<file path="config.mk">
export PLATFORM = sky130hd
export DESIGN_NAME = jal_predecoder
export DESIGN_NICKNAME = d
export VERILOG_FILES = /design/src/verilog/fetch_pkg.sv /design/src/verilog/jal_predecoder.sv
export VERILOG_INCLUDE_DIRS = /design/src /design/src/include
export SDC_FILE = /design/constraint.sdc
export NUM_CORES = 1
export LEC_CHECK = 0
export ABC_CLOCK_PERIOD_IN_PS = 2400
export CAP_MARGIN = 20
export CORE_MARGIN = 2
export CORE_UTILIZATION = 58
export DETAILED_ROUTE_END_ITERATION = 10
export DONT_BUFFER_PORTS = 1
export MAX_ROUTING_LAYER = met4
export PLACE_DENSITY = 0.74
export RECOVER_POWER = 100
export SKIP_LAST_GASP = 1
export SYNTH_ARGS = -nofsm -noshare
export SYNTH_HDL_FRONTEND = slang
export SYNTH_SLANG_ARGS = --single-unit
</file>
<file path="constraint.sdc">
create_clock -name vclk -period 2.4
set_input_delay 0.12 -clock vclk [all_inputs]
set_output_delay 0.12 -clock vclk [all_outputs]
set_load 0.005 [all_outputs]
</file>
<file path="src/include/fetch_defines.svh">
/*
 * Fetch front end configuration macros
 * Start address, instruction memory depth, redirect tag width, NOP encoding
 */
`ifndef FETCH_DEFINES_SVH
`define FETCH_DEFINES_SVH

// Address fetched out of reset and after sys_reset
`define FETCH_START_ADDRESS 32'h0000_0000

// Word-index bits of the instruction memory, 256 words
`define IMEM_ADDR_BITS 8

// Redirect tag counts modulo 8
`define TAG_WIDTH 3

// addi x0, x0, 0
`define NOP_WORD 32'h0000_0013

`endif
</file>
<file path="src/verilog/fetch_pkg.sv">
/*
 * Shared fetch front end types
 * Address and instruction words, redirect tag, memory word index
 * Major opcode of JAL
 */
package fetch_pkg;

    `include "fetch_defines.svh"

    ////////////////////
    // Types
    ////////////////////

    // Address or instruction word
    typedef logic [31:0] word_t;

    // Redirect tag, travels with each instruction
    typedef logic [`TAG_WIDTH-1:0] tag_t;

    // Word index into the instruction memory
    typedef logic [`IMEM_ADDR_BITS-1:0] imem_index_t;

    ////////////////////
    // Opcodes
    ////////////////////

    // J-type, rd = pc + 4, pc += imm
    localparam logic [6:0] OPCODE_JAL = 7'b1101111;

endpackage

</file>
<file path="src/verilog/jal_predecoder.sv">
`timescale 1ns/1ns
/*
 * Static JAL predictor
 * Decodes the J-type immediate of the presented instruction
 * Issues a one-cycle take with the jump target
 */

module jal_predecoder (
    input  logic              bubble_i,
    input  logic              advance_i,
    input  fetch_pkg::word_t  instruction_i,
    input  fetch_pkg::word_t  pc_i,
    output logic              take_o,
    output fetch_pkg::word_t  target_o
);

    import fetch_pkg::*;

    logic  is_jal;
    word_t j_imm;

    ////////////////////
    // Decode
    ////////////////////

    assign is_jal = (instruction_i[6:0] == OPCODE_JAL);

    // imm[20|10:1|11|19:12] scattered over bits 31:12
    assign j_imm = {
        {12{instruction_i[31]}},
        instruction_i[19:12],
        instruction_i[20],
        instruction_i[30:21],
        1'b0
    };

    ////////////////////
    // Prediction
    ////////////////////

    assign target_o = pc_i + j_imm;

    // A JAL always jumps, so the prediction is never wrong.
    // Only a valid word leaving this cycle may redirect, which
    // gives exactly one pulse per JAL
    assign take_o = is_jal && !bubble_i && advance_i;

endmodule

</file>
==> results.json <==
{
  "relSlewSlack": 0.604,
  "cap_violations": 0,
  "portBuffers": 0,
  "synth_cell_types": 61,
  "path_buf_inv": 0,
  "worstPathRequired_ns": 2.28,
  "dp_slack_ns": 0.192,
  "regArea_um2": 0,
  "dp_hpwl_um": 3920,
  "final.period_utilization": 0.936,
  "syn_avg_cell_area_um2": 6.76,
  "synth_warnings": 0,
  "grt_max_degree": 13,
  "wl_per_cell_um": 14.9,
  "routed_wl_um": 4680,
  "crit_path_end_kind": "output pin",
  "setup_slack_ns": 0.154,
  "fmax_ghz": 0.445,
  "fin_nets": 369,
  "setup_viol_count_final": 0,
  "p_leak_nw": 0.759,
  "crit_arrival_ns": 2.13,
  "n_clock_buffer": 0,
  "synth_top_area_frac": 0.198,
  "peakVddDrop_uv": 125,
  "synth_seq_area_share": 0,
  "crit_chain": "ha_1, fa_1, a21o_2, a31oi_2, or4b_4, nand3_1, a2111oi_0, a311oi_1",
  "start_util": 0.617,
  "synthCells": 281,
  "critPathMaxStageDelay_ns": 0.43,
  "die_w_um": 61.2,
  "antenna_found_initial": 0,
  "vias_per_cell": 6.60,
  "hold_path_class": "input port to output pin",
  "multiInputGateArea_um2": 1800,
  "critPathTopFamily": "compound AO/OA/AOI/OAI gates",
  "synth_top_area_cell": "ha_1",
  "synth.area.top_cells": "ha_1 20%, a21oi_1 8.4%, xnor2_1 7.8%",
  "power.density_nw_per_um2": 287,
  "first_iter_violations": 179,
  "routed-via-count": 2071,
  "layout_min_cycle_time_ns": 2.25,
  "io_pins": 99,
  "path_class": "input port to output pin",
  "dieArea_um2": 3750,
  "cts_resized": 0,
  "diodes": 0,
  "dr.pass1.iters": 5,
  "status": "completed",
  "core_region_area_um2": 3080,
  "rsz0062_at_grt": "false",
  "syn2layout_area_growth_pct": -0.527,
  "grtUsageTotal": 0.248,
  "hold_viol": 0,
  "drc_errors": 0,
  "grt_pass1_wl_um": 7230,
  "antenna_left": 0,
  "nFillCells": 329,
  "gr-total-overflow": 0,
  "syn-num-nets": 378,
  "grt_pass1_vias": 1668,
  "startpoint_type": "input port",
  "routabilityCongestion": 0.907,
  "cts_hold_buffers": 0,
  "netlist_area_um2": 1900,
  "crit_fanout": 3,
  "crit_path_top_delay_cell": "a2111oi_0",
  "rows": 20,
  "drive_gt1_frac": 0.0407,
  "whs_ns": 0.240,
  "tightest_slew_ns": 0.586,
  "final.setup.tns_ns": 0,
  "cts_setup_buffers": 0,
  "seq_cells": 0,
  "die_h_um": 61.2,
  "drv_slew": 0
}
per-layer routing:
metal / global-route usage / up-vias / routed length [um]
li1: - / 1050 / -
met1: 0.348 / 931 / 2160
met2: 0.400 / 87 / 2180
met3: 0.0189 / 3 / 318
met4: 0.0280 / 0 / 19
met5: - / - / 0
power breakdown:
| part | total [W] | leakage [nW] | internal, W | switching, W |
|---|---|---|---|---|
| Combinational | 0.000543 | 0.759 | 0.000215 | 0.000328 |
| Clock | 0 | 0 | 0 | 0 |
| Sequential | 0 | 0 | 0 | 0 |
| Total | 0.000543 | 0.759 | 0.000215 | 0.000328 |
cells in the final DEF (no fill, tap or decap), drive strengths merged, types with 7 or more instances in the layout:
cell type	n
a31oi	7
xor2	7
a21o	9
nor3	9
o21ai	19
a21oi	33
nor2	28
nand3	15
xnor2	17
nand2	29
ha	30
synthesized netlist by cell type (all sizes together) (2+ instances only):
cell     number
ha           30
o2111ai       2
xnor2        17
and4          2
o211ai        2
nand3        15
nor2         28
and3          3
o41ai         2
a21oi        33
a31o          2
o21ai        19
a2111oi       2
nand4         6
a211oi        5
o21bai        2
nor4          4
clkbuf        9
a21o          9
xor2          7
buf           4
o21a          2
or4           2
a31oi         7
nor2b         3
inv           6
nand2        29
nor3          9
final timing paths:
kind | cells after the start | to | startpoint
worst max-delay path | 8 | target_o[19] | instruction_i[21]
worst min-delay path | 0 | target_o[0] | pc_i[0]
metrics by stage:
stage / instance area (um^2) / power (W) / cells / util
floorplan: 1900 / 0.000455 / 281 / -
global placement: 1900 / 0.000539 / 314 / 0.619
detailed placement: 1900 / 0.000542 / 314 / 0.619
CTS: 1900 / 0.000545 / 314 / 0.619
global route: 1890 / 0.000604 / 314 / 0.614
finish: 1890 / 0.000543 / 314 / 0.614
cells by family (layout without fill, tap and decap cells):
kind of cell / Yosys count / after routing / synth area share
xor+xnor: 24 / 24 / 0.111
fa+ha+maj: 31 / 31 / 0.208
compound gates: 99 / 99 / 0.350
buf+inv: 19 / 8 / 0.0461
simple gates: 108 / 108 / 0.285
final cells by class:
| class | instances | area share |
|---|---|---|
| Multi-Input combinational cell | 262 | 0.951 |
| Tap cell | 44 | 0.0291 |
| Inverter | 6 | 0.0119 |
| Timing Repair Buffer | 2 | 0.00795 |
No activity file was read; power rests on OpenSTA's default activity.
