File: src/include/fetch_defines.svh
/*
 * Fetch front end configuration macros
 * Start address, instruction memory depth, redirect tag width, NOP encoding
 */
`ifndef FETCH_DEFINES_SVH
`define FETCH_DEFINES_SVH

// Address fetched out of reset and after sys_reset
`define FETCH_START_ADDRESS 32'h0000_0000

// Word-index bits of the instruction memory, 256 words
`define IMEM_ADDR_BITS 8

// Redirect tag counts modulo 8
`define TAG_WIDTH 3

// addi x0, x0, 0
`define NOP_WORD 32'h0000_0013

`endif
File: src/verilog/fetch_pkg.sv
/*
 * Shared fetch front end types
 * Address and instruction words, redirect tag, memory word index
 * Major opcode of JAL
 */
package fetch_pkg;

    `include "fetch_defines.svh"

    ////////////////////
    // Types
    ////////////////////

    // Address or instruction word
    typedef logic [31:0] word_t;

    // Redirect tag, travels with each instruction
    typedef logic [`TAG_WIDTH-1:0] tag_t;

    // Word index into the instruction memory
    typedef logic [`IMEM_ADDR_BITS-1:0] imem_index_t;

    ////////////////////
    // Opcodes
    ////////////////////

    // J-type, rd = pc + 4, pc += imm
    localparam logic [6:0] OPCODE_JAL = 7'b1101111;

endpackage

File: src/verilog/fetch_unit.sv
`timescale 1ns/1ns
/*
 * Instruction fetch unit
 * Address register with redirect priority, stale-word tracking,
 * PC of the presented word, stall holding and the redirect tag
 */
`include "fetch_defines.svh"

module fetch_unit (
    input  logic              clk,
    input  logic              reset_n,
    input  logic              sys_reset_i,
    input  logic              enable_i,

    // Redirect sources
    input  logic              jump_i,
    input  fetch_pkg::word_t  jump_target_i,
    input  logic              bp_take_i,
    input  fetch_pkg::word_t  bp_target_i,
    input  fetch_pkg::word_t  mtvec_i,
    input  fetch_pkg::word_t  mepc_i,
    input  logic              exception_raised_i,
    input  logic              machine_return_i,
    input  logic              interrupt_ack_i,

    // Memory side
    output fetch_pkg::word_t  instruction_address_o,
    input  fetch_pkg::word_t  instruction_data_i,

    // Presented instruction
    output fetch_pkg::word_t  instruction_o,
    output fetch_pkg::word_t  pc_o,
    output fetch_pkg::tag_t   tag_o,
    output logic              jumping_o
);

    import fetch_pkg::*;

    logic  trap_taken;
    logic  should_jump;
    logic  jumped;
    logic  jumped_r;
    logic  jumped_r2;
    logic  enable_r;
    word_t jump_target;
    word_t iaddr_next;
    word_t iaddr_aligned;
    word_t iaddr_jumped;
    word_t iaddr_jumped_r;
    word_t pc_update;
    word_t idata_held;
    word_t instruction_fetched;
    tag_t  tag;
    tag_t  tag_r;

    ////////////////////
    // Address control
    ////////////////////

    assign trap_taken  = exception_raised_i || interrupt_ack_i;
    assign should_jump = jump_i || bp_take_i;
    assign jump_target = jump_i ? jump_target_i : bp_target_i;
    assign jumped      = machine_return_i || trap_taken || should_jump;

    // mret over trap over external jump over predicted JAL
    always_comb begin
        if (machine_return_i) begin
            iaddr_next = mepc_i;
        end else if (trap_taken) begin
            iaddr_next = mtvec_i;
        end else if (should_jump) begin
            iaddr_next = jump_target;
        end else if (enable_i) begin
            iaddr_next = instruction_address_o + 32'd4;
        end else begin
            iaddr_next = instruction_address_o;
        end
    end

    // No compressed support so fetch stays word aligned
    assign iaddr_aligned = {iaddr_next[31:2], 2'b00};

    always_ff @(posedge clk or negedge reset_n) begin
        if (!reset_n) begin
            instruction_address_o <= `FETCH_START_ADDRESS;
        end else if (sys_reset_i) begin
            instruction_address_o <= `FETCH_START_ADDRESS;
        end else begin
            instruction_address_o <= iaddr_aligned;
        end
    end

    ////////////////////
    // Jump tracking
    ////////////////////

    // jumped_r marks the word in memory and jumped_r2 the word being presented
    always_ff @(posedge clk or negedge reset_n) begin
        if (!reset_n) begin
            jumped_r  <= 1'b1;
            jumped_r2 <= 1'b1;
            jumping_o <= 1'b1;
        end else if (sys_reset_i) begin
            jumped_r  <= 1'b1;
            jumped_r2 <= 1'b1;
            jumping_o <= 1'b1;
        end else begin
            if (jumped) begin
                jumped_r <= 1'b1;
            end else if (enable_i) begin
                jumped_r <= 1'b0;
            end
            if (enable_i) begin
                jumped_r2 <= jumped_r;
            end
            // Covers both stale words in flight
            if (jumped || jumped_r) begin
                jumping_o <= 1'b1;
            end else if (enable_i) begin
                jumping_o <= 1'b0;
            end
        end
    end

    ////////////////////
    // PC control
    ////////////////////

    // Redirect target follows its word down the pipe
    always_ff @(posedge clk or negedge reset_n) begin
        if (!reset_n) begin
            iaddr_jumped   <= `FETCH_START_ADDRESS;
            iaddr_jumped_r <= `FETCH_START_ADDRESS;
        end else if (sys_reset_i) begin
            iaddr_jumped   <= `FETCH_START_ADDRESS;
            iaddr_jumped_r <= `FETCH_START_ADDRESS;
        end else begin
            if (jumped) begin
                iaddr_jumped <= iaddr_aligned;
            end
            if (jumped_r) begin
                iaddr_jumped_r <= iaddr_jumped;
            end
        end
    end

    assign pc_update = jumped_r2 ? iaddr_jumped_r : (pc_o + 32'd4);

    always_ff @(posedge clk or negedge reset_n) begin
        if (!reset_n) begin
            pc_o <= '0;
        end else if (sys_reset_i) begin
            pc_o <= '0;
        end else if (enable_i) begin
            pc_o <= pc_update;
        end
    end

    ////////////////////
    // Data control
    ////////////////////

    always_ff @(posedge clk or negedge reset_n) begin
        if (!reset_n) begin
            enable_r <= 1'b0;
        end else if (sys_reset_i) begin
            enable_r <= 1'b0;
        end else begin
            enable_r <= enable_i;
        end
    end

    // Word returned in the first stalled cycle is replayed on resume
    always_ff @(posedge clk or negedge reset_n) begin
        if (!reset_n) begin
            idata_held <= `NOP_WORD;
        end else if (sys_reset_i) begin
            idata_held <= `NOP_WORD;
        end else if (!enable_i && enable_r) begin
            idata_held <= instruction_data_i;
        end
    end

    assign instruction_fetched = enable_r ? instruction_data_i : idata_held;

    always_ff @(posedge clk or negedge reset_n) begin
        if (!reset_n) begin
            instruction_o <= `NOP_WORD;
        end else if (sys_reset_i) begin
            instruction_o <= `NOP_WORD;
        end else if (enable_i) begin
            instruction_o <= instruction_fetched;
        end
    end

    ////////////////////
    // Tag control
    ////////////////////

    // Counts redirects and rides two enabled stages with its word
    always_ff @(posedge clk or negedge reset_n) begin
        if (!reset_n) begin
            tag   <= '0;
            tag_r <= '1;
            tag_o <= '1;
        end else if (sys_reset_i) begin
            tag   <= '0;
            tag_r <= '1;
            tag_o <= '1;
        end else begin
            if (jumped) begin
                tag <= tag + 1'b1;
            end
            if (enable_i) begin
                tag_r <= tag;
                tag_o <= tag_r;
            end
        end
    end

endmodule

File: config.mk
export PLATFORM = sky130hd
export DESIGN_NAME = fetch_unit
export DESIGN_NICKNAME = d
export VERILOG_FILES = /design/src/verilog/fetch_pkg.sv /design/src/verilog/fetch_unit.sv
export VERILOG_INCLUDE_DIRS = /design/src /design/src/include
export SDC_FILE = /design/constraint.sdc
export NUM_CORES = 1
export LEC_CHECK = 0
export BUFFER_PORTS_ARGS = -buffer_cell sky130_fd_sc_hd__buf_2
export CORE_MARGIN = 4
export CORE_UTILIZATION = 49
export DETAILED_ROUTE_END_ITERATION = 16
export GPL_TIMING_DRIVEN = 0
export PLACE_DENSITY = 0.74
export SLEW_MARGIN = 20
export SYNTH_ARGS = -nofsm -noshare
export SYNTH_HDL_FRONTEND = slang
export SYNTH_SLANG_ARGS = --single-unit
export TNS_END_PERCENT = 100
File: constraint.sdc
create_clock -name clk -period 1.7 [get_ports clk]
set_input_delay 0.17 -clock clk [delete_from_list [all_inputs] [get_ports clk]]
set_output_delay 0.17 -clock clk [all_outputs]
set_load 0.01 [all_outputs]
==> flow_summary.toml <==
[finish]
fin_util_pct = 67.11
n_fill_cell = 1702
fin_nets = 1696
syn2layout_area_growth_pct = 34.59
drive_gt1_share_pct = 32.47

[power_and_ir_drop]
pwr-share-seq_pct = 45.6
total_power_w = 0.01145
p_comb_share_pct = 16.8
netSwitchingFraction_pct = 30.98
vdd_drop_max_v = 0.0006566
p_leak_nw = 6.665
p_int_w = 0.007904
switchingPower_w = 0.003548
power_frac_clock_pct = 37.6
power.density_nw_per_um2 = 811.8

[die]
coreArea_um2 = 21020
die_h_um = 154.3
die_area_um2 = 23790
initial_core_util_pct = 49.86
fp-row-count = 53
die_x_um = 154.3
pin_count = 269

[critical_path]
cpMaxStageDelayCell = "dfrtp_1"
crit_buf_inv = 0
crit_path_max_incr_delay_ns = 0.41
critPathArrivalTime_ns = 2.06
r2r-end = "instruction_address_o[28]"
cp-start-kind = "flip-flop"
cp_max_fo = 4
path_cells = "ha_2 -> and4_4 -> nand4_1 -> nor3_2 -> xnor2_1 -> a211oi_2"
cp-startpoint = "instruction_address_o[2]"
r2r-start = "instruction_address_o[2]"
required_ns = 2.00
path_depth = 6
setup.worst_path.class = "reg2reg"
critPathTopFamily = "simple AND/OR/NAND/NOR gates"
r2r_setup_slack_ns = -0.05
setup.worst_path.end_class = "flip-flop"
r2r.worst_path.cells = 6

[timing]
setup_viol = 12
period_minus_slack_ns = 1.751
worst_pin_slew_ns = 0.8739
hold_viol_final = 0
setup_slack_ns = -0.05095
slew_violations = 0
rsz0062_at_grt = "true"
fin_tns_setup_ns = -0.3503
slew_headroom_pct = 41.74
fin_skew_ns = 0.01134
finalCritPeriodShare_pct = 103.0
max_freq_mhz = 571.1

[place]
post-place-ws_ns = -0.7577
io_buffers = 255
place_congestion = 1.004
hpwl_um = 27980

[global_routing]
grt_max_degree = 80
grt_usage_pct = 31.51
antenna_found_initial = 1
grt_pass1_vias = 10840
grt.overflow.total = 0
grt_pass1_wl_um = 59240

[detailed_routing]
drc = 0
via_per_inst = 6.229
routed_wl_um = 39910
first_iter_violations = 1491
ant_nets = 0
via_count = 11300
wire_per_inst_um = 22.00
first_pass_iters = 6

[outcome]
status = "complete, but fails checks"
violations = "negative setup slack"

[clock_network]
cts-root-buf = "clkbuf_16"
clkSinkCount = 197
max-clock-path-buffers = 2
insertion_delay_ns = 0.45
tritoncts = "built"
numCtsBuffers = 17
clkTransAtPathRegs_ns = 0.08
h-tree-depth = 4

[yosys]
synth-edff-count = 0
synth_top_area_cell = "dfrtp_1"
synth_top_area_share_pct = 43.45
ys_types = 65
syn_area_um2 = 10480
synth_seq_cells = 197
synthArstFlopShare_pct = 100.0
avgSynthCellArea_um2 = 9.083
netlist_instances = 1154
ys.flop_type = "dfrtp_1"
yosysWarnings = 0
yosys-top-cells-area = "dfrtp_1, mux2i_1, a21oi_1, nand2_1, nor2_1"
seq_area_frac_synth_pct = 47.21

[worst_hold_path]
hold_path_class = "in2reg"
worst_hold_path.endpoint = "instruction_address_o[29]"
whs_path_depth = 3
hold_start = "mtvec_i[29]"

[run]
cap_violations = 0
## metrics by stage
stage	instance area, um2	hold WS (ns)	instances
2_1_floorplan	10540	-0.1256	1157
3_3_place_gp	12160	0.4008	1687
3_5_place_dp	12230	0.1064	1689
4_1_cts	13640	0.001371	1780
5_1_grt	14100	0.02227	1813
6_report	14110	0.01495	1814
## worst max-delay path by stage
stage | endpoint | slack (ns)
6_report | instruction_address_o[28] | -0.05
5_1_grt | instruction_address_o[16] | -0.14
4_1_cts | pc_o[27] | -0.06
3_5_place_dp | tag_r[0] | -0.76
3_3_place_gp | pc_o[2] | -3.27
2_1_floorplan | pc_o[26] | -0.02
## sequential cells by signal, summed over array words and instances, names as in the netlist
signal and flops:
idata_held 32, jumped_r2 1, jumping_o 1, pc_o 30
instruction_o 32, tag_r 3, jumped_r 1, instruction_address_o 30
enable_r 1, iaddr_jumped 30, iaddr_jumped_r 30, tag_o 3
tag 3
## cells in the final DEF (no fill, tap or decap), types with 14 or more instances in the layout
cell type,synthesis,layout
a22oi_1,19,19
clkbuf_16,0,17
clkbuf_2,0,20
dfrtp_1,182,155
xnor2_1,21,20
mux2i_1,75,75
o211ai_1,14,14
dlygate4sd3_1,0,36
buf_4,4,62
clkbuf_1,75,47
buf_2,3,262
nand3_1,34,27
dfstp_2,15,15
o21a_1,15,15
nor2_1,113,108
a211oi_1,48,45
nand2_1,131,126
o22ai_1,21,21
nand4_1,15,15
o21ai_0,61,58
dfrtp_2,0,27
a21oi_1,114,114
## worst reg2reg max path, stage by stage (launching register included)
cell      delay, ns
dfrtp_1        0.41
ha_2           0.22
and4_4         0.27
nand4_1        0.21
nor3_2         0.25
xnor2_1        0.15
a211oi_2       0.09
## area by class of cell
cell class / instances / area (um2) / area share, %
diodes: 2 / 5.005 / 0.03548
plain buffers: 92 / 429.2 / 3.042
clock buffers: 17 / 425.4 / 3.016
clock inverters: 15 / 212.7 / 1.508
inverters: 15 / 56.30 / 0.3991
multi-input cells: 848 / 5485 / 38.88
flip-flops and latches: 197 / 4982 / 35.32
well taps: 275 / 344.1 / 2.439
repair buffers: 353 / 2167 / 15.36
## cell families (layout without fill, tap and decap cells)
kind of cell               count (synthesis)  after routing  synth area share [%]
xor gates and xnor gates                  30             30                 2.507
and+or+nand+nor                          376            376                 16.49
muxes                                     76             76                 7.270
other                                      1              6               0.03578
DFF                                      197            197                 47.21
AOI/OAI and AO/OA                        359            359                 21.94
adders and majority gates                  3              3                0.3582
buffers and inverters                    112            492                 4.190
## Yosys cell counts (9+ instances only)
| master | n |
|---|---|
| a211oi_1 | 48 |
| clkbuf_1 | 75 |
| buf_1 | 15 |
| nand3_1 | 34 |
| o22ai_1 | 21 |
| nand4_1 | 15 |
| dfstp_2 | 15 |
| o21a_1 | 15 |
| a21oi_1 | 114 |
| o21ai_0 | 61 |
| o211ai_1 | 14 |
| a22oi_1 | 19 |
| and3_1 | 13 |
| nor2_1 | 113 |
| nor3_1 | 21 |
| nor4_1 | 9 |
| xor2_1 | 9 |
| nand2_1 | 131 |
| dfrtp_1 | 182 |
| mux2i_1 | 75 |
| inv_1 | 14 |
| xnor2_1 | 21 |
## metal layers
| layer | vias to the layer above | global-route usage (%) | share of wire, % |
|---|---|---|---|
| met5 | - | 0 | 0 |
| met4 | 0 | 13.79 | 4.5 |
| met3 | 155 | 6.799 | 10 |
| met2 | 706 | 50.25 | 48 |
| met1 | 5502 | 41.65 | 38 |
| li1 | 4936 | - | - |
## power by group through the flow
stage / logic (W) / clock network [W] / registers, W
after floorplan: 0.000831 / 0 / 0.00528
after detailed placement: 0.00168 / 0 / 0.00530
after global placement: 0.00163 / 0 / 0.00529
after CTS: 0.00181 / 0.00433 / 0.00521
after global routing: 0.00207 / 0.00453 / 0.00524
final: 0.00192 / 0.00431 / 0.00522
## timing repair
item / CTS / global route
endpoints found under the setup margin: 158 / 119
pin swaps: 18 / 31
hold endpoints to repair: 83 / 0
gates resized for setup: 75 / 73
setup buffers: 27 / 33
hold buffers: 36 / 0
No activity file was read; power rests on OpenSTA's default activity.
